`config.mk`:
```
export PLATFORM = sky130hd
export DESIGN_NAME = hdu_top
export DESIGN_NICKNAME = d
export VERILOG_FILES = /design/src/verilog/hdu_pkg.sv /design/src/verilog/hdu_csr_regs.sv /design/src/verilog/hdu_debug_fsm.sv /design/src/verilog/hdu_halt_ctrl.sv /design/src/verilog/hdu_top.sv
export VERILOG_INCLUDE_DIRS = /design/src /design/src/verilog
export SDC_FILE = /design/constraint.sdc
export NUM_CORES = 1
export LEC_CHECK = 0
export BUFFER_PORTS_ARGS = -buffer_cell sky130_fd_sc_hd__buf_2
export CORE_MARGIN = 8
export CORE_UTILIZATION = 49
export DETAILED_ROUTE_END_ITERATION = 12
export MAX_ROUTING_LAYER = met4
export PLACE_DENSITY = 0.84
export REMOVE_ABC_BUFFERS = 1
export SLEW_MARGIN = 20
export SYNTH_ARGS = -nofsm -noshare
export SYNTH_HDL_FRONTEND = slang
export SYNTH_SLANG_ARGS = --single-unit
```
`constraint.sdc`:
```
create_clock -name clk -period 2.9 [get_ports clk]
set_input_delay 0.145 -clock clk [delete_from_list [all_inputs] [get_ports clk]]
set_output_delay 0.145 -clock clk [all_outputs]
set_load 0.03 [all_outputs]
```
`src/verilog/hdu_defs.svh`:
```
/*
 * Widths, debug CSR addresses and DCSR field positions of the hart debug unit.
 * HDU_TIMEOUT must stay a power of two, the timeout counter wraps on it.
 */

`ifndef HDU_DEFS_SVH
`define HDU_DEFS_SVH

// ------------------------------
// Widths
// ------------------------------
`define HDU_XLEN              32
`define HDU_CSR_ADDR_W        12

// Debug CSR addresses
`define HDU_CSR_DCSR          12'h7B0
`define HDU_CSR_DPC           12'h7B1

// ------------------------------
// DCSR layout
// ------------------------------
`define HDU_DCSR_EBREAKM_BIT  15
`define HDU_DCSR_STEPIE_BIT   11
`define HDU_DCSR_STEP_BIT     2
`define HDU_DCSR_CAUSE_LSB    6       // 3-bit cause field
`define HDU_DCSR_XDEBUGVER    4'd4    // Bits 31..28
`define HDU_DCSR_PRV          2'd3    // Bits 1..0, machine mode only

// Cycles a halt request may wait on a busy hart
`define HDU_TIMEOUT           64

`endif

```
`src/verilog/hdu_pkg.sv`:
```
/*
 * Shared types of the hart debug unit.
 * The debug-module command reuses the state enum: RUN resumes, HALTED halts.
 */

`include "hdu_defs.svh"

package hdu_pkg;

    typedef logic [`HDU_XLEN-1:0]       xlen_t;
    typedef logic [`HDU_CSR_ADDR_W-1:0] csr_addr_t;

    typedef enum logic [1:0] {
        DBG_RESET  = 2'd0,
        DBG_RUN    = 2'd1,
        DBG_HALTED = 2'd2
    } dbg_state_e;

    // Codes as in the dcsr cause field
    typedef enum logic [2:0] {
        CAUSE_NONE   = 3'd0,
        CAUSE_EBREAK = 3'd1,
        CAUSE_DMREQ  = 3'd3,
        CAUSE_SSTEP  = 3'd4
    } halt_cause_e;

    typedef enum logic [1:0] {
        CSR_NONE  = 2'd0,
        CSR_WRITE = 2'd1,
        CSR_SET   = 2'd2,
        CSR_CLEAR = 2'd3
    } csr_cmd_e;

    // ------------------------------
    // Grouped ports
    // ------------------------------
    typedef struct packed {
        logic      req;
        csr_cmd_e  cmd;
        csr_addr_t addr;
        xlen_t     wdata;
    } csr_req_t;

    typedef struct packed {
        logic  ok;       // Hit on a debug CSR while halted
        xlen_t rdata;
    } csr_rsp_t;

    typedef struct packed {
        logic exu_busy;
        logic instret;
        logic init_pc;   // Reset exit
        logic brkpt;     // EBREAK in execution
    } hart_run_t;

    typedef struct packed {
        logic irq_dsbl;
        logic sstep_en;
        logic no_commit;
    } hart_ctrl_t;

    typedef struct packed {
        logic ebreakm;
        logic stepie;
        logic step;
    } dcsr_ctrl_t;

    typedef struct packed {
        dbg_state_e dbg_state;
        logic       ebreak;
    } dm_status_t;

endpackage

```
`src/verilog/hdu_csr_regs.sv`:
```
/*
 * Debug CSRs DCSR and DPC, accessible only while the hart is halted.
 * A halt capture of DPC wins over a CSR write in the same cycle.
 */

`timescale 1ns/1ps

`include "hdu_defs.svh"

module hdu_csr_regs (
    input  logic                 clk,
    input  logic                 rst_n,
    input  hdu_pkg::csr_req_t    csr,
    output hdu_pkg::csr_rsp_t    csr_rsp,
    input  logic                 halted,
    input  logic                 csr_update,
    input  hdu_pkg::halt_cause_e halt_cause,
    input  hdu_pkg::xlen_t       hart_pc,
    output hdu_pkg::dcsr_ctrl_t  dcsr,
    output hdu_pkg::xlen_t       new_pc
);
    import hdu_pkg::*;

    logic        dcsr_sel;
    logic        dpc_sel;
    logic        hit;
    logic        csr_wr;
    xlen_t       dcsr_rd;
    xlen_t       rd_data;
    xlen_t       wr_data;
    xlen_t       dpc_q;
    dcsr_ctrl_t  dcsr_q;
    halt_cause_e dcsr_cause;

    // ------------------------------
    // Decode and read-modify-write
    // ------------------------------
    assign dcsr_sel = (csr.addr == `HDU_CSR_DCSR);
    assign dpc_sel  = (csr.addr == `HDU_CSR_DPC);
    assign hit      = csr.req & halted & (dcsr_sel | dpc_sel);
    assign csr_wr   = hit & (csr.cmd != CSR_NONE);

    always_comb begin
        dcsr_rd                                 = '0;  // Unlisted bits read zero
        dcsr_rd[`HDU_XLEN-1 -: 4]               = `HDU_DCSR_XDEBUGVER;
        dcsr_rd[`HDU_DCSR_EBREAKM_BIT]          = dcsr_q.ebreakm;
        dcsr_rd[`HDU_DCSR_STEPIE_BIT]           = dcsr_q.stepie;
        dcsr_rd[`HDU_DCSR_CAUSE_LSB +: 3]       = dcsr_cause;
        dcsr_rd[`HDU_DCSR_STEP_BIT]             = dcsr_q.step;
        dcsr_rd[1:0]                            = `HDU_DCSR_PRV;
    end

    assign rd_data = dcsr_sel ? dcsr_rd : (dpc_sel ? dpc_q : '0);

    always_comb begin
        case (csr.cmd)
            CSR_WRITE: wr_data = csr.wdata;
            CSR_SET:   wr_data = rd_data | csr.wdata;
            CSR_CLEAR: wr_data = rd_data & ~csr.wdata;
            default:   wr_data = rd_data;
        endcase
    end

    assign csr_rsp.ok    = hit;
    assign csr_rsp.rdata = rd_data;

    // ------------------------------
    // DCSR
    // ------------------------------
    always_ff @(posedge clk or negedge rst_n) begin
        if (!rst_n) begin
            dcsr_q <= '0;
        end else if (csr_wr & dcsr_sel) begin
            dcsr_q.ebreakm <= wr_data[`HDU_DCSR_EBREAKM_BIT];
            dcsr_q.stepie  <= wr_data[`HDU_DCSR_STEPIE_BIT];
            dcsr_q.step    <= wr_data[`HDU_DCSR_STEP_BIT];
        end
    end

    // Cause is read only, set on halt entry
    always_ff @(posedge clk or negedge rst_n) begin
        if (!rst_n) begin
            dcsr_cause <= CAUSE_NONE;
        end else if (csr_update) begin
            dcsr_cause <= halt_cause;
        end
    end

    // ------------------------------
    // DPC
    // ------------------------------
    always_ff @(posedge clk or negedge rst_n) begin
        if (!rst_n) begin
            dpc_q <= '0;
        end else if (csr_update) begin
            dpc_q <= hart_pc;            // PC of the halted instruction
        end else if (csr_wr & dpc_sel) begin
            dpc_q <= wr_data;
        end
    end

    assign dcsr   = dcsr_q;
    assign new_pc = dpc_q;               // Resume address

endmodule

```
`src/verilog/hdu_debug_fsm.sv`:
```
/*
 * Debug state machine RESET, RUN, HALTED with the debug-module handshake.
 * Halt latency depends on the hart, resume answers 2 cycles after the request.
 * Commands that do not match the current state are ignored, never answered.
 */

`timescale 1ns/1ps

module hdu_debug_fsm (
    input  logic                 clk,
    input  logic                 rst_n,
    input  logic                 dm_cmd_req,
    input  hdu_pkg::dbg_state_e  dm_cmd,
    input  logic                 init_pc,
    input  logic                 halt_ack,
    input  hdu_pkg::halt_cause_e halt_cause,
    output logic                 dm_cmd_resp,
    output logic                 dm_cmd_rcode,
    output logic                 dm_hart_event,
    output hdu_pkg::dm_status_t  dm_status,
    output hdu_pkg::dbg_state_e  dbg_state,
    output logic                 halted,
    output logic                 halt_req,
    output logic                 rctl_wr,
    output logic                 rctl_clr,
    output logic                 csr_update
);
    import hdu_pkg::*;

    dbg_state_e state;
    dbg_state_e state_nxt;
    logic       trans;         // Command accepted, waiting on the hart
    logic       trans_nxt;
    logic       update;        // State change happens this cycle
    logic       update_nxt;
    logic       event_q;
    logic       event_nxt;
    logic       halt_cmd;
    logic       resume_cmd;

    assign halt_cmd   = dm_cmd_req & (dm_cmd == DBG_HALTED);
    assign resume_cmd = dm_cmd_req & (dm_cmd == DBG_RUN);

    always_ff @(posedge clk or negedge rst_n) begin
        if (!rst_n) begin
            state   <= DBG_RESET;
            trans   <= 1'b0;
            update  <= 1'b0;
            event_q <= 1'b0;
        end else begin
            state   <= state_nxt;
            trans   <= trans_nxt;
            update  <= update_nxt;
            event_q <= event_nxt;
        end
    end

    // ------------------------------
    // Next state and handshake
    // ------------------------------
    always_comb begin
        state_nxt    = state;
        trans_nxt    = trans;
        update_nxt   = update;
        event_nxt    = 1'b0;
        dm_cmd_resp  = 1'b0;
        dm_cmd_rcode = 1'b1;
        halted       = 1'b0;
        halt_req     = 1'b0;
        rctl_wr      = 1'b0;
        rctl_clr     = 1'b0;
        csr_update   = 1'b0;

        case (state)
            DBG_RESET: begin
                trans_nxt  = 1'b0;
                update_nxt = 1'b0;
                if (init_pc) begin
                    event_nxt = 1'b1;
                    if (halt_cmd) begin          // Halt straight out of reset
                        dm_cmd_resp  = 1'b1;
                        dm_cmd_rcode = 1'b0;
                        csr_update   = 1'b1;
                        state_nxt    = DBG_HALTED;
                    end else begin
                        state_nxt = DBG_RUN;
                    end
                end
            end

            DBG_RUN: begin
                if (update) begin
                    halted       = 1'b1;
                    dm_cmd_resp  = dm_cmd_req;  // Silent for EBREAK and step halts
                    dm_cmd_rcode = 1'b0;
                    csr_update   = 1'b1;
                    rctl_clr     = 1'b1;
                    update_nxt   = 1'b0;
                    event_nxt    = 1'b1;
                    state_nxt    = DBG_HALTED;
                end else if (trans) begin
                    halt_req = 1'b1;
                    if (halt_ack) begin
                        trans_nxt  = 1'b0;
                        update_nxt = 1'b1;
                    end
                end else if (halt_ack) begin
                    update_nxt = 1'b1;           // Spontaneous halt
                end else if (halt_cmd) begin
                    trans_nxt = 1'b1;
                end
            end

            DBG_HALTED: begin
                if (update) begin
                    dm_cmd_resp  = 1'b1;
                    dm_cmd_rcode = 1'b0;
                    update_nxt   = 1'b0;
                    event_nxt    = 1'b1;
                    state_nxt    = DBG_RUN;
                end else begin
                    halted = 1'b1;
                    if (trans) begin
                        trans_nxt  = 1'b0;
                        update_nxt = 1'b1;
                    end else if (resume_cmd) begin
                        trans_nxt = 1'b1;
                        rctl_wr   = 1'b1;        // Run control from DCSR
                    end
                end
            end

            default: begin
                trans_nxt  = 1'b0;
                update_nxt = 1'b0;
                state_nxt  = DBG_RESET;
            end
        endcase
    end

    assign dm_hart_event       = event_q;
    assign dbg_state           = state;
    assign dm_status.dbg_state = state;
    assign dm_status.ebreak    = (state == DBG_HALTED) & (halt_cause == CAUSE_EBREAK);

endmodule

```
`src/verilog/hdu_halt_ctrl.sv`:
```
/*
 * Halt cause detection, halt cause latch, halt timeout and run control.
 * Cause priority is EBREAK, then debugger request, then single step.
 */

`timescale 1ns/1ps

`include "hdu_defs.svh"

module hdu_halt_ctrl (
    input  logic                 clk,
    input  logic                 rst_n,
    input  hdu_pkg::hart_run_t   hart_run,
    input  logic                 halted,
    input  logic                 halt_req,
    input  logic                 rctl_wr,
    input  logic                 rctl_clr,
    input  hdu_pkg::dcsr_ctrl_t  dcsr,
    output logic                 halt_ack,
    output hdu_pkg::halt_cause_e halt_cause,
    output hdu_pkg::hart_ctrl_t  hart_ctrl
);
    import hdu_pkg::*;

    localparam int unsigned TMO_W = $clog2(`HDU_TIMEOUT);

    logic             rctl_irq_dsbl;
    logic             rctl_sstep;
    logic             rctl_ebreakm;
    logic             cause_sstep;
    logic             cause_ebreak;
    logic [TMO_W-1:0] tmo_cnt;
    logic             tmo_flag;
    halt_cause_e      cause_nxt;
    halt_cause_e      cause_q;

    // ------------------------------
    // Run control register
    // ------------------------------
    always_ff @(posedge clk or negedge rst_n) begin
        if (!rst_n) begin
            rctl_irq_dsbl <= 1'b0;
            rctl_sstep    <= 1'b0;
            rctl_ebreakm  <= 1'b0;
        end else if (rctl_clr) begin
            rctl_irq_dsbl <= 1'b0;
            rctl_sstep    <= 1'b0;
            rctl_ebreakm  <= 1'b0;
        end else if (rctl_wr) begin
            rctl_irq_dsbl <= dcsr.step & ~dcsr.stepie;  // No interrupts while stepping
            rctl_sstep    <= dcsr.step;
            rctl_ebreakm  <= dcsr.ebreakm;
        end
    end

    assign cause_sstep  = rctl_sstep & hart_run.instret;
    assign cause_ebreak = rctl_ebreakm & hart_run.brkpt;

    // Busy hart only holds off the halt until the timeout
    assign halt_ack = ~halted &
        (tmo_flag | (~hart_run.exu_busy & (cause_ebreak | halt_req | cause_sstep)));

    always_comb begin
        if (cause_ebreak) begin
            cause_nxt = CAUSE_EBREAK;
        end else if (halt_req) begin
            cause_nxt = CAUSE_DMREQ;
        end else if (cause_sstep) begin
            cause_nxt = CAUSE_SSTEP;
        end else begin
            cause_nxt = CAUSE_NONE;
        end
    end

    always_ff @(posedge clk or negedge rst_n) begin
        if (!rst_n) begin
            cause_q <= CAUSE_NONE;
        end else if (halt_ack) begin
            cause_q <= cause_nxt;
        end
    end

    // ------------------------------
    // Halt request timeout
    // ------------------------------
    always_ff @(posedge clk or negedge rst_n) begin
        if (!rst_n) begin
            tmo_cnt <= '1;
        end else if (rctl_wr) begin
            tmo_cnt <= '1;                 // Fresh budget on every resume
        end else if (halt_req & ~halt_ack) begin
            tmo_cnt <= tmo_cnt - TMO_W'(1);
        end
    end

    assign tmo_flag = (tmo_cnt == '0);

    assign halt_cause          = cause_q;
    assign hart_ctrl.irq_dsbl  = rctl_irq_dsbl;
    assign hart_ctrl.sstep_en  = rctl_sstep;
    assign hart_ctrl.no_commit = cause_ebreak;  // Breakpoint instruction must not retire

endmodule

```
`src/verilog/hdu_top.sv`:
```
/*
 * Hart debug unit top. CSR response is combinational in the request cycle.
 * The debug module must not issue a command that does not match the state.
 */

`timescale 1ns/1ps

module hdu_top (
    input  logic               clk,
    input  logic               rst_n,
    // CSR master
    input  hdu_pkg::csr_req_t   csr,
    output hdu_pkg::csr_rsp_t   csr_rsp,
    // Debug module
    input  logic               dm_cmd_req,
    input  hdu_pkg::dbg_state_e dm_cmd,
    output logic               dm_cmd_resp,
    output logic               dm_cmd_rcode,
    output logic               dm_hart_event,
    output hdu_pkg::dm_status_t dm_status,
    // Hart
    input  hdu_pkg::hart_run_t  hart_run,
    input  hdu_pkg::xlen_t      hart_pc,
    output hdu_pkg::hart_ctrl_t hart_ctrl,
    output logic               hart_dbg_halted,
    output hdu_pkg::xlen_t      hart_new_pc
);
    import hdu_pkg::*;

    dbg_state_e  dbg_state;    // Observed by the bound checkers
    halt_cause_e halt_cause;
    dcsr_ctrl_t  dcsr;
    logic        halt_req;
    logic        halt_ack;
    logic        rctl_wr;
    logic        rctl_clr;
    logic        csr_update;

    hdu_debug_fsm i_debug_fsm (
        .clk           (clk),
        .rst_n         (rst_n),
        .dm_cmd_req    (dm_cmd_req),
        .dm_cmd        (dm_cmd),
        .init_pc       (hart_run.init_pc),
        .halt_ack      (halt_ack),
        .halt_cause    (halt_cause),
        .dm_cmd_resp   (dm_cmd_resp),
        .dm_cmd_rcode  (dm_cmd_rcode),
        .dm_hart_event (dm_hart_event),
        .dm_status     (dm_status),
        .dbg_state     (dbg_state),
        .halted        (hart_dbg_halted),
        .halt_req      (halt_req),
        .rctl_wr       (rctl_wr),
        .rctl_clr      (rctl_clr),
        .csr_update    (csr_update)
    );

    hdu_halt_ctrl i_halt_ctrl (
        .clk        (clk),
        .rst_n      (rst_n),
        .hart_run   (hart_run),
        .halted     (hart_dbg_halted),
        .halt_req   (halt_req),
        .rctl_wr    (rctl_wr),
        .rctl_clr   (rctl_clr),
        .dcsr       (dcsr),
        .halt_ack   (halt_ack),
        .halt_cause (halt_cause),
        .hart_ctrl  (hart_ctrl)
    );

    hdu_csr_regs i_csr_regs (
        .clk        (clk),
        .rst_n      (rst_n),
        .csr        (csr),
        .csr_rsp    (csr_rsp),
        .halted     (hart_dbg_halted),
        .csr_update (csr_update),
        .halt_cause (halt_cause),
        .hart_pc    (hart_pc),
        .dcsr       (dcsr),
        .new_pc     (hart_new_pc)
    );

endmodule
```
---- After elaboration in Yosys (flattened, before gate mapping) ----
Cells that the tools add are included.
Widths: inputs -> output; s select.
word-level totals
  RAM bits ................................ 0
  register bits after elaboration ......... 55
  bits in latches ......................... 0
  memories ................................ 0
  input bits .............................. 88
  bits in read-only memories .............. 0
operators by class
  equality and inequality tests ........... 15
  multipliers ............................. 0
  add/sub/neg operators ................... 1
  divide/modulo/power cells ............... 0
  $lt $le $gt $ge ......................... 0
  bitwise operators ....................... 25
  reduce and logical (&&, ||, !) cells .... 9
  shift operators ......................... 0
  muxes and demuxes ....................... 51
operators by type and width
  kind                  number
  $mux 32               4
  $pmux 32 s3           1
  $and 32x32->32        1
  $not 32->32           1
  $or 32x32->32         1
  $mux 1                29
  $eq 12x11->1 const B  2
  $and 1x1->1           14
  $mux 6                2
  $pmux 1 s2            6
  $mux 3                3
  $eq 2x2->1 const B    4
  $mux 2                4
  $reduce_bool 2->1     4
  $eq 2x1->1 const B    3
  $logic_not 6->1       1
  $ne 2x2->1 const B    3
  $pmux 2 s3            1
  $sub 6x1->6 const B   1
  $ne 2x1->1 const B    2
  $not 1->1             4
  $or 1x1->1            4
  $eq 3x1->1 const B    1
  $pmux 1 s3            1
  4 further kinds       4

---- Depth between registers and ports, before layout ----
  word-level depth ........................ 12
  gate-level depth with buffers ........... 8
  gate-level depth less buffers ........... 6

---- By module ----
A second synthesis with hierarchy kept.
unflattened totals
  cell total of the unflattened synthesis .. 464
  area, all modules ....................... 3962.6 um2
modules (own cells, without submodules)
  module         instances  sequential area each (um2)  cells an instance  area an instance (um2)
  hdu_csr_regs   1          950.9                       337                2812.7
  hdu_halt_ctrl  1          307.8                       75                 695.7
  hdu_debug_fsm  1          125.1                       52                 454.2

---- Worst setup path before layout ----
OpenSTA, ideal clock, no wires.
  kind .................................... input to register
  start ................................... in csr[35] (netlist name)
  end ..................................... reg i_csr_regs.dpc_q[11] (netlist: i_csr_regs.new_pc[11])
  arrival time ............................ 2356 ps
  path buffers ............................ 1
  stages .................................. 5
  data required time ...................... 2816 ps
  slack ................................... 460 ps
  library setup time ...................... 84 ps
  cell sequence ........................... or4b_4 buf_6 nor4_1 o21ai_0 o211ai_2
RTL lines
  element                 line                RTL
  start: declaration      hdu_top.sv:12       input hdu_pkg::csr_req_t csr,
  end signal: assignment  hdu_csr_regs.sv:96  dpc_q <= hart_pc;
  end signal: assignment  hdu_csr_regs.sv:98  dpc_q <= wr_data;
  end: declaration        hdu_csr_regs.sv:31  xlen_t dpc_q;

---- Worst setup path after layout ----
  start ................................... reg i_debug_fsm.state[1] (netlist: i_debug_fsm.dbg_state[1])
  end ..................................... reg i_csr_regs.dpc_q[7] (netlist: i_csr_regs.new_pc[7])
between the ends
  longest elaborated chain between the ends .. 7
  elaborated cells on any way between the ends .. 11
RTL lines
  element                                   line                 RTL
  start: declaration                        hdu_debug_fsm.sv:30  dbg_state_e state;
  start signal: assignment                  hdu_debug_fsm.sv:51  state <= state_nxt;
  $eq 2x2->1 or $eq 2x1->1 (tied branches)  hdu_debug_fsm.sv:74  case (state)
  $pmux 1 s2                                hdu_debug_fsm.sv:74
  $and 1x1->1 (2 in series)                 hdu_csr_regs.sv:40   assign hit = csr.req & halted & (dcsr_sel | dpc_sel);
  $and 1x1->1                               hdu_csr_regs.sv:41   assign csr_wr = hit & (csr.cmd != CSR_NONE);
  $and 1x1->1                               hdu_csr_regs.sv:97   end else if (csr_wr & dpc_sel) begin
  $reduce_bool 2->1 (no line)               n/a
Parallel ways exist; a longest one is shown, timed or not.
A chain may end at the register's enable or synchronous reset.

==> results.cfg <==
[critical_path]
critical_path.reg2reg.endpoint = i_csr_regs.new_pc[7]
cp-start-kind = register
critPathSlowestCell = or3_1
r2r_path_start = i_debug_fsm.dbg_state[1]
critical_path.max_stage_delay_ns = 0.62
highest_fanout_seen_on_the_critical_path = 13
worstPathArrival_ns = 2.52
critical_path.cell_chain = inv_1 -> ha_1 -> buf_4 -> a32o_1 -> or3_1 -> o211ai_2
criticalPathCategory = reg -> reg
worst_r2r_path_depth = 6
setup.worst_path.end_class = register
worst-r2r-setup-slack_ns = 0.60
critical_path_required_ns = 3.12

[clocking]
clk_root_buffer_cell = clkbuf_8
tritoncts = done
clock_insertion_delay_worst_skew_ns = 0.31
h-tree-depth = 2
clock_path_buffers = 2
cts_hold_buf = 1
postCtsResizedCells = 0
numCtsBuffers = 5
sinks_on_clock_net = 55
cts.clk_slew.worst_paths_ns = 0.11
postCtsSetupBuffers = 0

[placement]
place.detailed.hpwl_mm = 9.65
port-buffer-count = 162
placer_congestion = 0.876
placed_cells_incl_taps = 704
dp_slack_ns = 0.638
placed_cell_area_sq_um = 4870

[synthesis]
synth-seq-cells = 55
synth_ff_type = dfrtp_1
yosys_warnings = 0
netlist-cell-type-count = 53
synth_enable_flop_cells = 0
synthesis.area_sq_um = 4020
synth_cells = 471
asyncSetResetFlopFracSynth_pct = 100
synth.avg_cell_area_sq_um = 8.53
synth_sequential_area_ratio_pct = 34.5

[pwr]
power.static_leakage_nw = 2.32
pwr_density_cell_nw_per_um2 = 797
design_power_total_w = 0.00397
worst_case_vdd_ir_drop_uv = 415

[layout]
antenna_cells_inserted = 0
multiInputGateArea_sq_um = 2400
layout-drive-gt1-share_pct = 33.9
fin_cells = 713
finish.instance_area_sq_um = 4980
final.fill_count = 710
ff_latch_area_sq_um = 1380
layout-area-overhead-vs-synth_pct = 24.0
nets = 701

[run]
max-cap-violations = 0

[global_route]
global_route_wire_length_before_repair_mm = 20.3
number_of_antenna_violations_at_the_first_check_in_global_routing = 0
grt_pass1_vias = 4080
track_usage_pct = 22.0
globalRoute.totalOverflow = 0
largest_net_degree_at_the_start_of_global_routing = 60

[status]
run_status = complete, no violations

[sta]
transition_time_at_the_pin_with_the_least_slew_margin_ns = 0.602
final_period_utilization_pct = 79.2
unrepaired_setup_endpoints_after_global_routing = no
max_slew_margin_pct = 59.9
finalMaxSlewViolations = 0
final.setup.worst_slack_ns = 0.603
post-route-min-period_ns = 2.30
max_freq_mhz = 435
finClkSkew_ns = 0.0103
hold_violations = 0
setup_violations = 0

[floorplanning]
die_outline_height_um = 107
design.portCount = 163
dieWidth_um = 107
dieArea_sq_um = 11300
rows = 33
coreArea_sq_um = 8090
floorplan.initialDensity_pct = 49.6

[routing]
drt-vias-per-instance = 5.89
detailedRoute.firstPassIterationCount = 5
drt-initial-drc-count = 360
drt-wirelength-per-cell_um = 18.1
routed_wl_mm = 12.9
drt_drc_violations_left = 0
drtAntennaViolNets = 0
vias = 4202

[hold_path]
hp-class = in -> reg
hold_path_depth = 3
min_delay_worst_endpoint = i_csr_regs.new_pc[0]
startpoint_of_the_worst_hold_path = hart_pc[0]
==> state kept, by name (all words and copies together) (netlist names), 2 cells and up <==
name,count
i_halt_ctrl.tmo_cnt,6
i_csr_regs.dcsr_cause,3
i_halt_ctrl.halt_cause,3
i_csr_regs.dcsr,3
i_csr_regs.new_pc,32
i_debug_fsm.dbg_state,2
==> power by group <==
group          internal (W)  switching [W]
clock              0.000218       0.000256
combinational      0.000702        0.00134
sequential          0.00113       0.000323
==> synthesized netlist by cell type, types with 2 or more instances <==
master	n	area share (%)
nand2_1	32	3.0
a22oi_1	6	1.1
or3_1	4	0.62
nand2b_1	2	0.31
inv_1	14	1.3
o21ai_0	38	4.7
nor2_1	39	3.6
nand3_1	5	0.62
nand3b_1	3	0.56
mux2i_1	11	2.7
buf_1	2	0.19
and3b_1	2	0.44
a32oi_1	2	0.44
a31oi_1	25	3.9
or2_2	2	0.31
nor2b_1	6	0.93
clkbuf_1	31	2.9
and3_1	6	0.93
dfrtp_1	49	31
buf_6	3	0.84
and2_0	3	0.47
nor3_1	7	0.87
o211ai_2	7	2.2
o31ai_1	2	0.37
nor4_1	6	0.93
buf_2	4	0.50
buf_4	4	0.75
o211ai_1	9	1.7
a21oi_1	36	4.5
o22ai_1	2	0.31
a2111o_1	22	6.2
ha_1	6	1.9
xnor2_1	30	6.5
dfstp_2	6	3.9
mux2_2	5	1.4
and2_1	23	3.6
==> how the worst max path moves through the flow <==
stage	startpoint	end	slack [ns]	depth (start not counted)
3_3_place_gp	csr[35]	i_csr_regs.new_pc[15]	0.71	5
3_5_place_dp	i_debug_fsm.dbg_state[0]	i_csr_regs.new_pc[7]	0.64	6
5_1_grt	i_debug_fsm.dbg_state[0]	i_csr_regs.new_pc[8]	0.44	6
2_1_floorplan	i_debug_fsm.dbg_state[0]	i_csr_regs.new_pc[11]	-0.97	5
6_report	i_debug_fsm.dbg_state[1]	i_csr_regs.new_pc[7]	0.60	6
4_1_cts	i_debug_fsm.dbg_state[0]	i_csr_regs.new_pc[7]	0.61	6
==> metrics by stage <==
stage	setup TNS, ns	hold slack [ns]	utilization [%]
2_1_floorplan	-29.72	-0.151	-
3_3_place_gp	0	0.177	60.2
3_5_place_dp	0	0.173	60.2
4_1_cts	0	0.0343	61.6
5_1_grt	0	0.0421	61.6
6_report	0	0.0396	61.6
==> kinds of logic after synthesis <==
logic type | count (synthesis) | share of synthesized area [%]
flops | 55 | 34.5
compound gates | 157 | 27.2
xor+xnor | 31 | 6.76
mux | 16 | 4.14
simple gates | 148 | 19.1
buf+inv | 58 | 6.48
fa+ha+maj | 6 | 1.87
==> routing by layer <==
layer / up-vias / wire [um] / track usage (%)
li1: 1983 / - / -
met5: - / 0 / -
met1: 2039 / 5070 / 25.3
met2: 164 / 6840 / 38.8
met4: 0 / 190 / 6.23
met3: 16 / 772 / 3.51
==> critical path, delay by kind of cell, from the launching register on <==
family	cells	cell delay, ns
flops	1	0.47
fa+ha+maj	1	0.22
buf+inv	2	0.29
simple gates	1	0.62
compound gates	2	0.62
==> placed cells by master, fill, tap and decap left out, types with 7 or more instances in the layout <==
cell type	instances
dfrtp_1	49
inv_1	14
a21oi_1	36
a31oi_1	25
xnor2_1	30
nor3_1	7
and2_1	23
o211ai_2	7
o21ai_0	38
nor2_1	39
nand2_1	32
buf_4	9
a2111o_1	22
mux2i_1	11
buf_2	162
o211ai_1	9
clkbuf_8	7
==> cell type report <==
cell class	instances	area share, %
multi-input combinational	358	48.2
tap	105	2.64
timing repair buffer	173	18.2
clock buffer	7	1.93
inverter	14	1.05
sequential	55	27.8
clock inverter	1	0.151
(Power assumes the default switching activity.)
